### src/design/core_params.svh
`ifndef CORE_PARAMS_SVH
`define CORE_PARAMS_SVH

// Datapath and register file geometry.
`define XLEN     32
`define REG_AW   5
`define INSTR_W  32

// Reset values of the execute-stage registers.
`define OPND_RST   {`XLEN{1'b0}}
`define FUNCT3_RST 3'b000

`endif

### src/design/isa_pkg.sv
`include "core_params.svh"

package isa_pkg;

  // Major opcodes.
  localparam logic [6:0] OPC_LOAD   = 7'b0000011;
  localparam logic [6:0] OPC_OP_IMM = 7'b0010011;
  localparam logic [6:0] OPC_AUIPC  = 7'b0010111;
  localparam logic [6:0] OPC_STORE  = 7'b0100011;
  localparam logic [6:0] OPC_OP     = 7'b0110011;
  localparam logic [6:0] OPC_LUI    = 7'b0110111;
  localparam logic [6:0] OPC_BRANCH = 7'b1100011;
  localparam logic [6:0] OPC_JALR   = 7'b1100111;
  localparam logic [6:0] OPC_JAL    = 7'b1101111;
  localparam logic [6:0] OPC_SYSTEM = 7'b1110011;

  // M extension marker in funct7.
  localparam logic [6:0] FUNCT7_MULDIV = 7'b0000001;

  // Branch conditions.
  localparam logic [2:0] F3_BEQ  = 3'b000;
  localparam logic [2:0] F3_BNE  = 3'b001;
  localparam logic [2:0] F3_BLT  = 3'b100;
  localparam logic [2:0] F3_BGE  = 3'b101;
  localparam logic [2:0] F3_BLTU = 3'b110;
  localparam logic [2:0] F3_BGEU = 3'b111;

  // SYSTEM immediate of mret.
  localparam logic [11:0] F12_MRET = 12'h302;

  typedef struct packed {
    logic [6:0]         funct7;
    logic [`REG_AW-1:0] rs2;
    logic [`REG_AW-1:0] rs1;
    logic [2:0]         funct3;
    logic [`REG_AW-1:0] rd;
    logic [6:0]         opcode;
  } r_fmt_t;

  typedef struct packed {
    logic [11:0]        imm_11_0;
    logic [`REG_AW-1:0] rs1;
    logic [2:0]         funct3;
    logic [`REG_AW-1:0] rd;
    logic [6:0]         opcode;
  } i_fmt_t;

  typedef struct packed {
    logic [6:0]         imm_11_5;
    logic [`REG_AW-1:0] rs2;
    logic [`REG_AW-1:0] rs1;
    logic [2:0]         funct3;
    logic [4:0]         imm_4_0;
    logic [6:0]         opcode;
  } s_fmt_t;

  typedef struct packed {
    logic               imm_12;
    logic [5:0]         imm_10_5;
    logic [`REG_AW-1:0] rs2;
    logic [`REG_AW-1:0] rs1;
    logic [2:0]         funct3;
    logic [3:0]         imm_4_1;
    logic               imm_11;
    logic [6:0]         opcode;
  } b_fmt_t;

  // One instruction word, read in whichever format the opcode calls for.
  typedef union packed {
    r_fmt_t r_fmt;
    i_fmt_t i_fmt;
    s_fmt_t s_fmt;
    b_fmt_t b_fmt;
  } instr_u;

endpackage

### src/design/pipe_ctrl_pkg.sv
package pipe_ctrl_pkg;

  // Operand source for the decode-to-execute register.
  // Bit 0 picks the instruction now in execute, bit 1 the one in memory.
  typedef enum logic [1:0] {
    FWD_NONE = 2'b00,
    FWD_EX   = 2'b01,
    FWD_MEM  = 2'b10
  } fwd_sel_e;

endpackage

### src/design/branch_resolve.sv
`include "core_params.svh"

module branch_resolve
  import isa_pkg::*;
(
  input  logic             clk,
  input  logic             rstn,
  input  logic             de_st_i,
  input  logic             flush_i,
  input  logic [2:0]       funct3_i,
  input  logic [`XLEN-1:0] rs1_val_i,
  input  logic [`XLEN-1:0] rs2_val_i,
  output logic             cond_true_o
);

  logic [2:0] funct3_q;
  logic       eq;
  logic       lt_s;
  logic       lt_u;

  // Condition code follows the instruction into execute.
  always_ff @(posedge clk)
  begin
    if (!rstn)
      funct3_q <= `FUNCT3_RST;
    else if (de_st_i)
      funct3_q <= funct3_q;
    else if (flush_i)
      funct3_q <= `FUNCT3_RST;
    else
      funct3_q <= funct3_i;
  end

  assign eq   = (rs1_val_i == rs2_val_i);
  assign lt_s = $signed(rs1_val_i) < $signed(rs2_val_i);
  assign lt_u = rs1_val_i < rs2_val_i;

  // Raw compare; hazard control decides if a branch is there.
  always_comb
  begin
    case (funct3_q)
      F3_BEQ:  cond_true_o = eq;
      F3_BNE:  cond_true_o = !eq;
      F3_BLT:  cond_true_o = lt_s;
      F3_BGE:  cond_true_o = !lt_s;
      F3_BLTU: cond_true_o = lt_u;
      F3_BGEU: cond_true_o = !lt_u;
      default: cond_true_o = 1'b0;
    endcase
  end

endmodule

### src/design/hazard_ctrl.sv
`include "core_params.svh"

module hazard_ctrl
  import pipe_ctrl_pkg::*;
(
  input  logic               clk,
  input  logic               rstn,
  input  logic               is_branch_i,
  input  logic               is_jump_i,
  input  logic               is_load_i,
  input  logic               is_mul_i,
  input  logic               is_div_i,
  input  logic               dst_en_i,
  input  logic               mret_i,
  input  logic               fin_i,
  input  logic               pre_taken_i,
  input  logic               real_taken_i,
  input  logic               trap_flush_i,
  input  logic               f_cmiss_i,
  input  logic               m_cmiss_i,
  input  logic               f_arrival_i,
  input  logic               m_arrival_i,
  input  logic [`REG_AW-1:0] r_dst_i,
  input  logic [`REG_AW-1:0] r_src1_i,
  input  logic [`REG_AW-1:0] r_src2_i,
  output fwd_sel_e           src1_sel_o,
  output fwd_sel_e           src2_sel_o,
  output logic               fd_st_o,
  output logic               de_st_o,
  output logic               em_st_o,
  output logic               flush_o,
  output logic               rs1_depended_o,
  output logic               ptnt_early_o,
  output logic               bnt_taken_o,
  output logic               bptrt_o,
  output logic               bptnt_o
);

  logic [`REG_AW-1:0] dst_1;
  logic [`REG_AW-1:0] dst_2;
  logic               ld_1;
  logic               trap_flush_q;
  logic               imiss_keep;
  logic               dmiss_keep;
  logic               long_keep;
  logic               imiss_st;
  logic               dmiss_st;
  logic               long_st;
  logic               ldhaz_st;
  logic               flush;
  logic               ctl_ok;
  logic               jd1;
  logic [2:0]         jd_b;
  logic               bpt;
  logic               bnt;
  logic               bptnt;
  logic               bnt1;

  function automatic fwd_sel_e fwd_pick(input logic [`REG_AW-1:0] src,
                                        input logic [`REG_AW-1:0] d1,
                                        input logic [`REG_AW-1:0] d2);
    fwd_sel_e sel;
    sel = FWD_NONE;
    if (src != '0)
    begin
      if (d1 == src)
        sel = FWD_EX;
      else if (d2 == src)
        sel = FWD_MEM;
    end
    return sel;
  endfunction

  always_ff @(posedge clk)
  begin
    if (!rstn)
      trap_flush_q <= 1'b0;
    else
      trap_flush_q <= trap_flush_i;
  end

  // Destinations of the instructions in execute and memory.
  always_ff @(posedge clk)
  begin
    if (!rstn || trap_flush_i || trap_flush_q)
    begin
      dst_1 <= '0;
      dst_2 <= '0;
      ld_1  <= 1'b0;
    end
    else if (!dmiss_st)
    begin
      dst_2 <= dst_1;
      if (ldhaz_st)
      begin
        // Bubble into execute while the user waits.
        dst_1 <= '0;
        ld_1  <= 1'b0;
      end
      else
      begin
        dst_1 <= (dst_en_i && !flush) ? r_dst_i : '0;
        ld_1  <= is_load_i && !flush;
      end
    end
  end

  assign src1_sel_o     = fwd_pick(r_src1_i, dst_1, dst_2);
  assign src2_sel_o     = fwd_pick(r_src2_i, dst_1, dst_2);
  assign rs1_depended_o = (src1_sel_o != FWD_NONE);

  assign ldhaz_st = ld_1 && (dst_1 != '0) && ((dst_1 == r_src1_i) || (dst_1 == r_src2_i));
  assign imiss_st = !f_arrival_i && (f_cmiss_i || imiss_keep);
  assign dmiss_st = !m_arrival_i && (m_cmiss_i || dmiss_keep);
  assign long_st  = !(fin_i || flush) && (is_mul_i || is_div_i || long_keep);

  always_ff @(posedge clk)
  begin
    if (!rstn)
    begin
      imiss_keep <= 1'b0;
      dmiss_keep <= 1'b0;
      long_keep  <= 1'b0;
    end
    else
    begin
      if (fin_i)
        long_keep <= 1'b0;
      else if (!flush && (is_mul_i || is_div_i))
        long_keep <= 1'b1;
      if (f_cmiss_i)
        imiss_keep <= 1'b1;
      else if (f_arrival_i)
        imiss_keep <= 1'b0;
      if (m_cmiss_i)
        dmiss_keep <= 1'b1;
      else if (m_arrival_i)
        dmiss_keep <= 1'b0;
    end
  end

  assign fd_st_o = long_st || imiss_st || dmiss_st || ldhaz_st;
  assign de_st_o = ldhaz_st || dmiss_st;
  assign em_st_o = dmiss_st;

  // Older redirect already pending, so this one is dropped.
  assign ctl_ok = !(flush || trap_flush_i);

  // Jump and branch history.
  always_ff @(posedge clk)
  begin
    if (!rstn)
    begin
      jd1   <= 1'b0;
      jd_b  <= '0;
      bpt   <= 1'b0;
      bnt   <= 1'b0;
      bptnt <= 1'b0;
      bnt1  <= 1'b0;
    end
    else
    begin
      jd1     <= is_jump_i && ctl_ok;
      jd_b[0] <= is_jump_i && ctl_ok && ((src1_sel_o != FWD_NONE) || (src2_sel_o != FWD_NONE));
      jd_b[2:1] <= jd_b[1:0];
      bpt     <= !is_jump_i && is_branch_i && ctl_ok && pre_taken_i;
      bnt     <= !is_jump_i && is_branch_i && ctl_ok && !pre_taken_i;
      bptnt   <= bpt && !real_taken_i;
      bnt1    <= bnt && real_taken_i;
    end
  end

  assign flush = jd1 || jd_b[2] || bptnt || (bpt && real_taken_i) ||
                 bnt1 || (bnt && real_taken_i) || mret_i;

  assign flush_o      = flush;
  assign ptnt_early_o = bpt && !real_taken_i;
  assign bptrt_o      = bpt && real_taken_i;
  assign bptnt_o      = bptnt;
  assign bnt_taken_o  = bnt1;

endmodule

### src/design/instr_decode.sv
`include "core_params.svh"

module instr_decode
  import isa_pkg::*;
(
  input  logic [`INSTR_W-1:0] instr_i,
  output logic                is_branch_o,
  output logic                is_jump_o,
  output logic                is_load_o,
  output logic                is_mul_o,
  output logic                is_div_o,
  output logic                dst_en_o,
  output logic                is_mret_o,
  output logic [`REG_AW-1:0]  rd_o,
  output logic [`REG_AW-1:0]  rs1_o,
  output logic [`REG_AW-1:0]  rs2_o,
  output logic [2:0]          funct3_o
);

  instr_u ins;
  logic   use_rs1;
  logic   use_rs2;
  logic   is_muldiv;

  assign ins = instr_u'(instr_i);

  assign is_muldiv = (ins.r_fmt.opcode == OPC_OP) && (ins.r_fmt.funct7 == FUNCT7_MULDIV);

  always_comb
  begin
    is_branch_o = 1'b0;
    is_jump_o   = 1'b0;
    is_load_o   = 1'b0;
    dst_en_o    = 1'b0;
    use_rs1     = 1'b0;
    use_rs2     = 1'b0;
    case (ins.r_fmt.opcode)
      OPC_LOAD:
      begin
        is_load_o = 1'b1;
        dst_en_o  = 1'b1;
        use_rs1   = 1'b1;
      end
      OPC_OP_IMM:
      begin
        dst_en_o = 1'b1;
        use_rs1  = 1'b1;
      end
      OPC_OP:
      begin
        dst_en_o = 1'b1;
        use_rs1  = 1'b1;
        use_rs2  = 1'b1;
      end
      OPC_LUI, OPC_AUIPC:
      begin
        dst_en_o = 1'b1;
      end
      OPC_JAL:
      begin
        is_jump_o = 1'b1;
        dst_en_o  = 1'b1;
      end
      OPC_JALR:
      begin
        is_jump_o = 1'b1;
        dst_en_o  = 1'b1;
        use_rs1   = 1'b1;
      end
      OPC_BRANCH:
      begin
        is_branch_o = 1'b1;
        use_rs1     = 1'b1;
        use_rs2     = 1'b1;
      end
      OPC_STORE:
      begin
        use_rs1 = 1'b1;
        use_rs2 = 1'b1;
      end
      default:
      begin
        // System and unknown opcodes have no register effects here.
      end
    endcase
  end

  // Low funct3 values are the multiplies.
  assign is_mul_o = is_muldiv && !ins.r_fmt.funct3[2];
  assign is_div_o = is_muldiv && ins.r_fmt.funct3[2];

  assign is_mret_o = (ins.i_fmt.opcode == OPC_SYSTEM) && (ins.i_fmt.funct3 == 3'b000) &&
                     (ins.i_fmt.imm_11_0 == F12_MRET);

  // Unused fields forced to x0 so they never match.
  assign rd_o     = dst_en_o ? ins.r_fmt.rd : '0;
  assign rs1_o    = use_rs1 ? ins.r_fmt.rs1 : '0;
  assign rs2_o    = use_rs2 ? ins.r_fmt.rs2 : '0;
  assign funct3_o = ins.b_fmt.funct3;

endmodule

### src/design/pipe_ctrl_top.sv
`include "core_params.svh"

module pipe_ctrl_top
  import pipe_ctrl_pkg::*;
(
  input  logic                clk,
  input  logic                rstn,
  input  logic [`INSTR_W-1:0] instr_i,
  input  logic                pre_taken_i,
  input  logic                fin_i,
  input  logic                trap_flush_i,
  input  logic                f_cmiss_i,
  input  logic                m_cmiss_i,
  input  logic                f_arrival_i,
  input  logic                m_arrival_i,
  input  logic [`XLEN-1:0]    rf_rs1_i,
  input  logic [`XLEN-1:0]    rf_rs2_i,
  input  logic [`XLEN-1:0]    ex_result_i,
  input  logic [`XLEN-1:0]    mem_result_i,
  output logic                fd_st_o,
  output logic                de_st_o,
  output logic                em_st_o,
  output logic                flush_o,
  output logic                rs1_depended_o,
  output logic                ptnt_early_o,
  output logic                bnt_taken_o,
  output logic                bptrt_o,
  output logic                bptnt_o,
  output logic                real_taken_o,
  output logic [`XLEN-1:0]    exe_rs1_o,
  output logic [`XLEN-1:0]    exe_rs2_o
);

  logic               is_branch;
  logic               is_jump;
  logic               is_load;
  logic               is_mul;
  logic               is_div;
  logic               dst_en;
  logic               is_mret;
  logic [`REG_AW-1:0] rd;
  logic [`REG_AW-1:0] rs1;
  logic [`REG_AW-1:0] rs2;
  logic [2:0]         funct3;
  fwd_sel_e           src1_sel;
  fwd_sel_e           src2_sel;
  logic               cond_true;

  instr_decode u_decode (
    .instr_i     (instr_i),
    .is_branch_o (is_branch),
    .is_jump_o   (is_jump),
    .is_load_o   (is_load),
    .is_mul_o    (is_mul),
    .is_div_o    (is_div),
    .dst_en_o    (dst_en),
    .is_mret_o   (is_mret),
    .rd_o        (rd),
    .rs1_o       (rs1),
    .rs2_o       (rs2),
    .funct3_o    (funct3)
  );

  hazard_ctrl u_hazard (
    .clk            (clk),
    .rstn           (rstn),
    .is_branch_i    (is_branch),
    .is_jump_i      (is_jump),
    .is_load_i      (is_load),
    .is_mul_i       (is_mul),
    .is_div_i       (is_div),
    .dst_en_i       (dst_en),
    .mret_i         (is_mret),
    .fin_i          (fin_i),
    .pre_taken_i    (pre_taken_i),
    .real_taken_i   (cond_true),
    .trap_flush_i   (trap_flush_i),
    .f_cmiss_i      (f_cmiss_i),
    .m_cmiss_i      (m_cmiss_i),
    .f_arrival_i    (f_arrival_i),
    .m_arrival_i    (m_arrival_i),
    .r_dst_i        (rd),
    .r_src1_i       (rs1),
    .r_src2_i       (rs2),
    .src1_sel_o     (src1_sel),
    .src2_sel_o     (src2_sel),
    .fd_st_o        (fd_st_o),
    .de_st_o        (de_st_o),
    .em_st_o        (em_st_o),
    .flush_o        (flush_o),
    .rs1_depended_o (rs1_depended_o),
    .ptnt_early_o   (ptnt_early_o),
    .bnt_taken_o    (bnt_taken_o),
    .bptrt_o        (bptrt_o),
    .bptnt_o        (bptnt_o)
  );

  result_bypass u_bypass (
    .clk          (clk),
    .rstn         (rstn),
    .de_st_i      (de_st_o),
    .flush_i      (flush_o),
    .src1_sel_i   (src1_sel),
    .src2_sel_i   (src2_sel),
    .rf_rs1_i     (rf_rs1_i),
    .rf_rs2_i     (rf_rs2_i),
    .ex_result_i  (ex_result_i),
    .mem_result_i (mem_result_i),
    .exe_rs1_o    (exe_rs1_o),
    .exe_rs2_o    (exe_rs2_o)
  );

  branch_resolve u_branch (
    .clk         (clk),
    .rstn        (rstn),
    .de_st_i     (de_st_o),
    .flush_i     (flush_o),
    .funct3_i    (funct3),
    .rs1_val_i   (exe_rs1_o),
    .rs2_val_i   (exe_rs2_o),
    .cond_true_o (cond_true)
  );

  assign real_taken_o = cond_true;

endmodule

### src/design/result_bypass.sv
`include "core_params.svh"

module result_bypass
  import pipe_ctrl_pkg::*;
(
  input  logic             clk,
  input  logic             rstn,
  input  logic             de_st_i,
  input  logic             flush_i,
  input  fwd_sel_e         src1_sel_i,
  input  fwd_sel_e         src2_sel_i,
  input  logic [`XLEN-1:0] rf_rs1_i,
  input  logic [`XLEN-1:0] rf_rs2_i,
  input  logic [`XLEN-1:0] ex_result_i,
  input  logic [`XLEN-1:0] mem_result_i,
  output logic [`XLEN-1:0] exe_rs1_o,
  output logic [`XLEN-1:0] exe_rs2_o
);

  logic [`XLEN-1:0] opnd1;
  logic [`XLEN-1:0] opnd2;

  function automatic logic [`XLEN-1:0] pick(input fwd_sel_e sel,
                                            input logic [`XLEN-1:0] rf_val,
                                            input logic [`XLEN-1:0] ex_val,
                                            input logic [`XLEN-1:0] mem_val);
    logic [`XLEN-1:0] val;
    case (sel)
      FWD_EX:  val = ex_val;
      FWD_MEM: val = mem_val;
      default: val = rf_val;
    endcase
    return val;
  endfunction

  assign opnd1 = pick(src1_sel_i, rf_rs1_i, ex_result_i, mem_result_i);
  assign opnd2 = pick(src2_sel_i, rf_rs2_i, ex_result_i, mem_result_i);

  // Decode-to-execute operand register.
  always_ff @(posedge clk)
  begin
    if (!rstn)
    begin
      exe_rs1_o <= `OPND_RST;
      exe_rs2_o <= `OPND_RST;
    end
    else if (de_st_i)
    begin
      exe_rs1_o <= exe_rs1_o;
      exe_rs2_o <= exe_rs2_o;
    end
    else if (flush_i)
    begin
      exe_rs1_o <= `OPND_RST;
      exe_rs2_o <= `OPND_RST;
    end
    else
    begin
      exe_rs1_o <= opnd1;
      exe_rs2_o <= opnd2;
    end
  end

endmodule

### config.mk
export PLATFORM = sky130hd
export DESIGN_NAME = pipe_ctrl_top
export DESIGN_NICKNAME = d
export VERILOG_FILES = /design/src/design/isa_pkg.sv /design/src/design/pipe_ctrl_pkg.sv /design/src/design/branch_resolve.sv /design/src/design/hazard_ctrl.sv /design/src/design/instr_decode.sv /design/src/design/pipe_ctrl_top.sv /design/src/design/result_bypass.sv
export VERILOG_INCLUDE_DIRS = /design/src /design/src/design
export SDC_FILE = /design/constraint.sdc
export NUM_CORES = 1
export LEC_CHECK = 0
export ABC_CLOCK_PERIOD_IN_PS = 4030
export BUFFER_PORTS_ARGS = -buffer_cell sky130_fd_sc_hd__buf_2
export CORE_UTILIZATION = 46
export CTS_CLUSTER_SIZE = 20
export DETAILED_ROUTE_END_ITERATION = 7
export PLACE_DENSITY = 0.76
export SYNTH_ARGS = -nofsm -noshare
export SYNTH_HDL_FRONTEND = slang
export SYNTH_SLANG_ARGS = --single-unit
export TNS_END_PERCENT = 1
### constraint.sdc
create_clock -name clk -period 4.03 [get_ports clk]
set_input_delay 0.806 -clock clk [delete_from_list [all_inputs] [get_ports clk]]
set_output_delay 0.806 -clock clk [all_outputs]
set_load 0.1 [all_outputs]
==> flow_results.org <==
** Placed design
- Once detailed placement completed, the half-perimeter wirelength came to about 15000 um.
- Once placement completed, the tool counted placed cells totaling 1178.
- Number of buffers added on ports :: 242
- RePlAce Congestion :: 0.9141

** Timing
- The final count of hold timing violations is 0.
- Derived from the worst setup path, the maximum achievable clock frequency is between 200 and 300 MHz.
- Setup repair after global routing left no endpoint under its margin.
- At the pin with the least slew margin, the transition time is between 0.9 and 1 ns.
- Hold timing on the final database bottoms out at a slack of 0.4427 ns.
- After routing, the total negative slack on setup checks comes to 0 ns.
- The count of final max-slew check failures came to 0.
- Final critical-path share of the clock period :: 94.53%
- Final Skew :: 0.009506 ns
- The smallest clock period supported by the final layout is computed as 3.809 ns.
- Setup violations remaining at the end of the flow were counted as 0.
- In this run the tightest slew margin relative to its limit is 36.35%.

** Die
- Top Ports :: 243
- Initial cell density of the core :: between 40% and 50%
- Area inside the core boundary :: 13350 um^2
- Horizontal extent of the die :: about 120 um
- Die height :: 119.2 um
- Floorplan die area :: 14210 um^2
- The floorplan has 42 rows.

** Clock tree
- The later pin in the worst-skew pair is clocked with a latency of 0.35 ns.
- Cell chosen for the clock root :: sky130_fd_sc_hd__clkbuf_16
- Number of buffers added for setup after CTS :: 0
- TritonCTS built the clock tree.
- For this design, the CTS-stage hold fixing added 0 buffers.
- In this run the number of H-tree levels came out at 3.
- Number of cells upsized or downsized after cts :: 0
- Clock-pin slew of the registers on the worst-case setup and hold paths :: 0.06 ns
- Buffer depth of the longest clock path :: 2
- TritonCTS Buffers :: 9
- Number of clock sinks :: 90

** Yosys
- A synthesized cell averages around 7.8 um^2.
- The cell count after synthesis came out at 809.
- Async SR Flop Fraction :: 0%
- The netlist uses 63 different library cells.
- Synth Net Count :: 1016
- Post-synth top flop :: sky130_fd_sc_hd__dfxtp_1
- Synthesis warning total :: 0
- In this run, synthesis inferred 0 flip-flops with an integrated enable.
- Sequential element share of the synthesized area :: between 20 and 30%
- Counting flops and latches in the post-synthesis netlist gives 90.
- Total standard cell area after synthesis :: ~6300 um^2

** Finish
- Final cell count without fillers :: 1195
- In the final design database the tool counted 1220 nets.
- Synthesis-to-layout area growth :: 28.98%
- Number of filler cells placed in the layout :: approximately 1300
- Ratio of cells with drive above 1 in the final layout :: 37.62%

** Critical path
- The worst setup path is of the register to output port kind.
- Startpoint type of the worst setup path :: register
- The worst register-to-register path has a depth of 9.
- Largest stage delay on the critical path :: roughly 0.47 ns
- CP required :: 3.22 ns
- The slowest stage of the critical path is the sky130_fd_sc_hd__nor4_4 cell.
- STA classifies the critical path endpoint as an output port.
- Along the worst path, the maximum fanout reaches 5.
- Critical path, cell by cell :: inv_1 > ha_1 > nand4_1 > nor4_4 > nand2_1 > xor2_1 > o32a_1 > nand3_4 > buf_2
- Arrival time reported for the critical path endpoint :: 3.00 ns

** Global route
- Initial antenna violation count :: 1
- Remaining global-route overflow :: 0
- Aggregate global-route resource usage :: 29.60%
- Entering global routing, the biggest net connects 74 pins.
- The first global-routing pass estimated about 33000 um of wire.
- The via count of the first global-routing pass was 6469.

** Detailed routing
- For this run, design rule violations remaining after detail routing come to 0.
- After detailed routing, the number of vias per cell comes to about 5.9.
- The final route contains ~7000 vias.
- Dividing the detail-routed wire length by the instance count gives about 18 um.
- For this run, the detailed router's first-pass iteration total came to 5.
- Once detail routing completed, the nets flagged for antenna violations numbered 0.
- For this block, the initial DRC count from the detailed router was 591.
- After detailed routing, the total wire length is 21090 um.

** Hold path
- Counting instances, the worst hold path has a depth of 1.
- In this run the worst hold path is classified as register to register.

** Run
- Max-cap violations in this run came to 0.

** Pwr
- Pleak :: 0.003420 uW
- For this design the ratio of total power to cell area is 335.3 nW/um^2.
- Across the VDD grid, the largest voltage drop is 0.2394 mV.

** Run status
- Outcome :: completed
[registers in the layout, indices dropped and copies added, names as in the netlist, 3 cells and up]
| signal | cells |
|---|---|
| u_hazard.dst_2 | 5 |
| u_hazard.jd_b | 3 |
| u_bypass.exe_rs2_o | 32 |
| u_bypass.exe_rs1_o | 32 |
| u_branch.funct3_q | 3 |
| u_hazard.dst_1 | 5 |
[per-layer routing]
layer  GRT usage (%)  up-vias  part of all wire, %
met5               0        -                    0
met4           11.16        0                  2.3
met3           6.561       36                  7.5
met2           48.95      333                   48
met1           37.38     3280                   42
li1                -     3425                    -
[worst max-delay path, delay by kind of cell (launching register included)]
family | cells | cell delay, ns
adders and majority gates | 1 | 0.33
AOI/OAI and AO/OA | 1 | 0.35
xor gates and xnor gates | 1 | 0.17
and+or+nand+nor | 4 | 0.98
buffers and inverters | 2 | 0.48
DFF | 1 | 0.34
[power by group]
| part | internal, uW | switching (uW) | total [uW] | leakage, uW |
|---|---|---|---|---|
| Clock | 486 | 370 | 856 | 0.000140 |
| Combinational | 228 | 651 | 879 | 0.00252 |
| Sequential | 951 | 46.9 | 998 | 0.000761 |
| Total | 1670 | 1070 | 2730 | 0.00342 |
[through the flow]
step	power [uW]	setup WS [ns]	utilization (%)	cell area (um^2)
detailed placement	1887	0.3409	58.69	7834
global placement	1878	0.3612	58.69	7834
floorplan	1652	-0.08716	-	6442
CTS	2744	0.07787	60.91	8130
global route	2848	0.03543	61.06	8150
finish	2734	0.2206	61.08	8153
[Yosys cell counts (all sizes together) (3+ instances only)]
library cell	instances	area, um^2
nand2	131	496.7
dfxtp	90	1802
a22oi	67	503.0
nor2	60	225.2
a21oi	55	275.3
o21ai	49	245.2
inv	48	180.2
clkbuf	40	150.1
ha	38	475.5
o2111ai	35	312.8
o41ai	32	498.0
buf	24	163.9
nand3	24	120.1
nand4	13	81.33
nor3	10	50.05
a31oi	7	43.79
o31ai	7	66.31
xnor2	7	61.31
nor4	6	43.79
and2	5	31.28
nand2b	5	31.28
and3	4	25.02
nor2b	4	25.02
a21o	3	22.52
nor4b	3	26.28
nor4bb	3	30.03
o21a	3	22.52
xor2	3	26.28
[cells in the final DEF (no fill, tap or decap), types with 11 or more instances in the layout]
master,Yosys,final
sky130_fd_sc_hd__nand2_1,129,129
sky130_fd_sc_hd__inv_1,47,46
sky130_fd_sc_hd__o21ai_1,21,21
sky130_fd_sc_hd__a21oi_1,55,55
sky130_fd_sc_hd__dfxtp_2,0,62
sky130_fd_sc_hd__o21ai_0,28,28
sky130_fd_sc_hd__nand3_1,24,23
sky130_fd_sc_hd__nand4_1,13,13
sky130_fd_sc_hd__a22oi_1,67,66
sky130_fd_sc_hd__ha_1,38,36
sky130_fd_sc_hd__buf_12,0,11
sky130_fd_sc_hd__nor2_1,60,59
sky130_fd_sc_hd__o2111ai_1,34,34
sky130_fd_sc_hd__o41ai_2,29,29
sky130_fd_sc_hd__dfxtp_1,90,28
sky130_fd_sc_hd__buf_2,11,237
[path summary, 6_finish.rpt]
check                          from                    end  slack, ns
max          u_bypass.exe_rs2_o[31]           real_taken_o       0.22
min                u_hazard.jd_b[0]       u_hazard.jd_b[1]       0.44
max reg2reg  u_bypass.exe_rs2_o[31]  u_bypass.exe_rs2_o[6]       0.51
min reg2reg        u_hazard.jd_b[0]       u_hazard.jd_b[1]       0.44
[logic make-up (layout without fill, tap and decap cells)]
group	Yosys count	count (layout)	synth area share [%]
other cells	0	1	0
fa+ha+maj	38	38	7.522
mux	1	1	0.1781
compound gates	279	279	34.42
xor+xnor	10	10	1.386
flops	90	90	28.50
buf+inv	113	322	7.878
simple gates	278	278	20.11
[final cells by class]
class / count / area (um^2) / area share, %
flip-flops and latches: 90 / 1879 / 23.05
clock buffers: 11 / 232.7 / 2.855
diodes: 1 / 2.502 / 0.03069
multi-input cells: 606 / 4096 / 50.25
repair buffers: 257 / 1474 / 18.08
clock inverters: 5 / 63.81 / 0.7827
inverters: 49 / 183.9 / 2.256
well taps: 176 / 220.2 / 2.701
(Power assumes the default switching activity.)
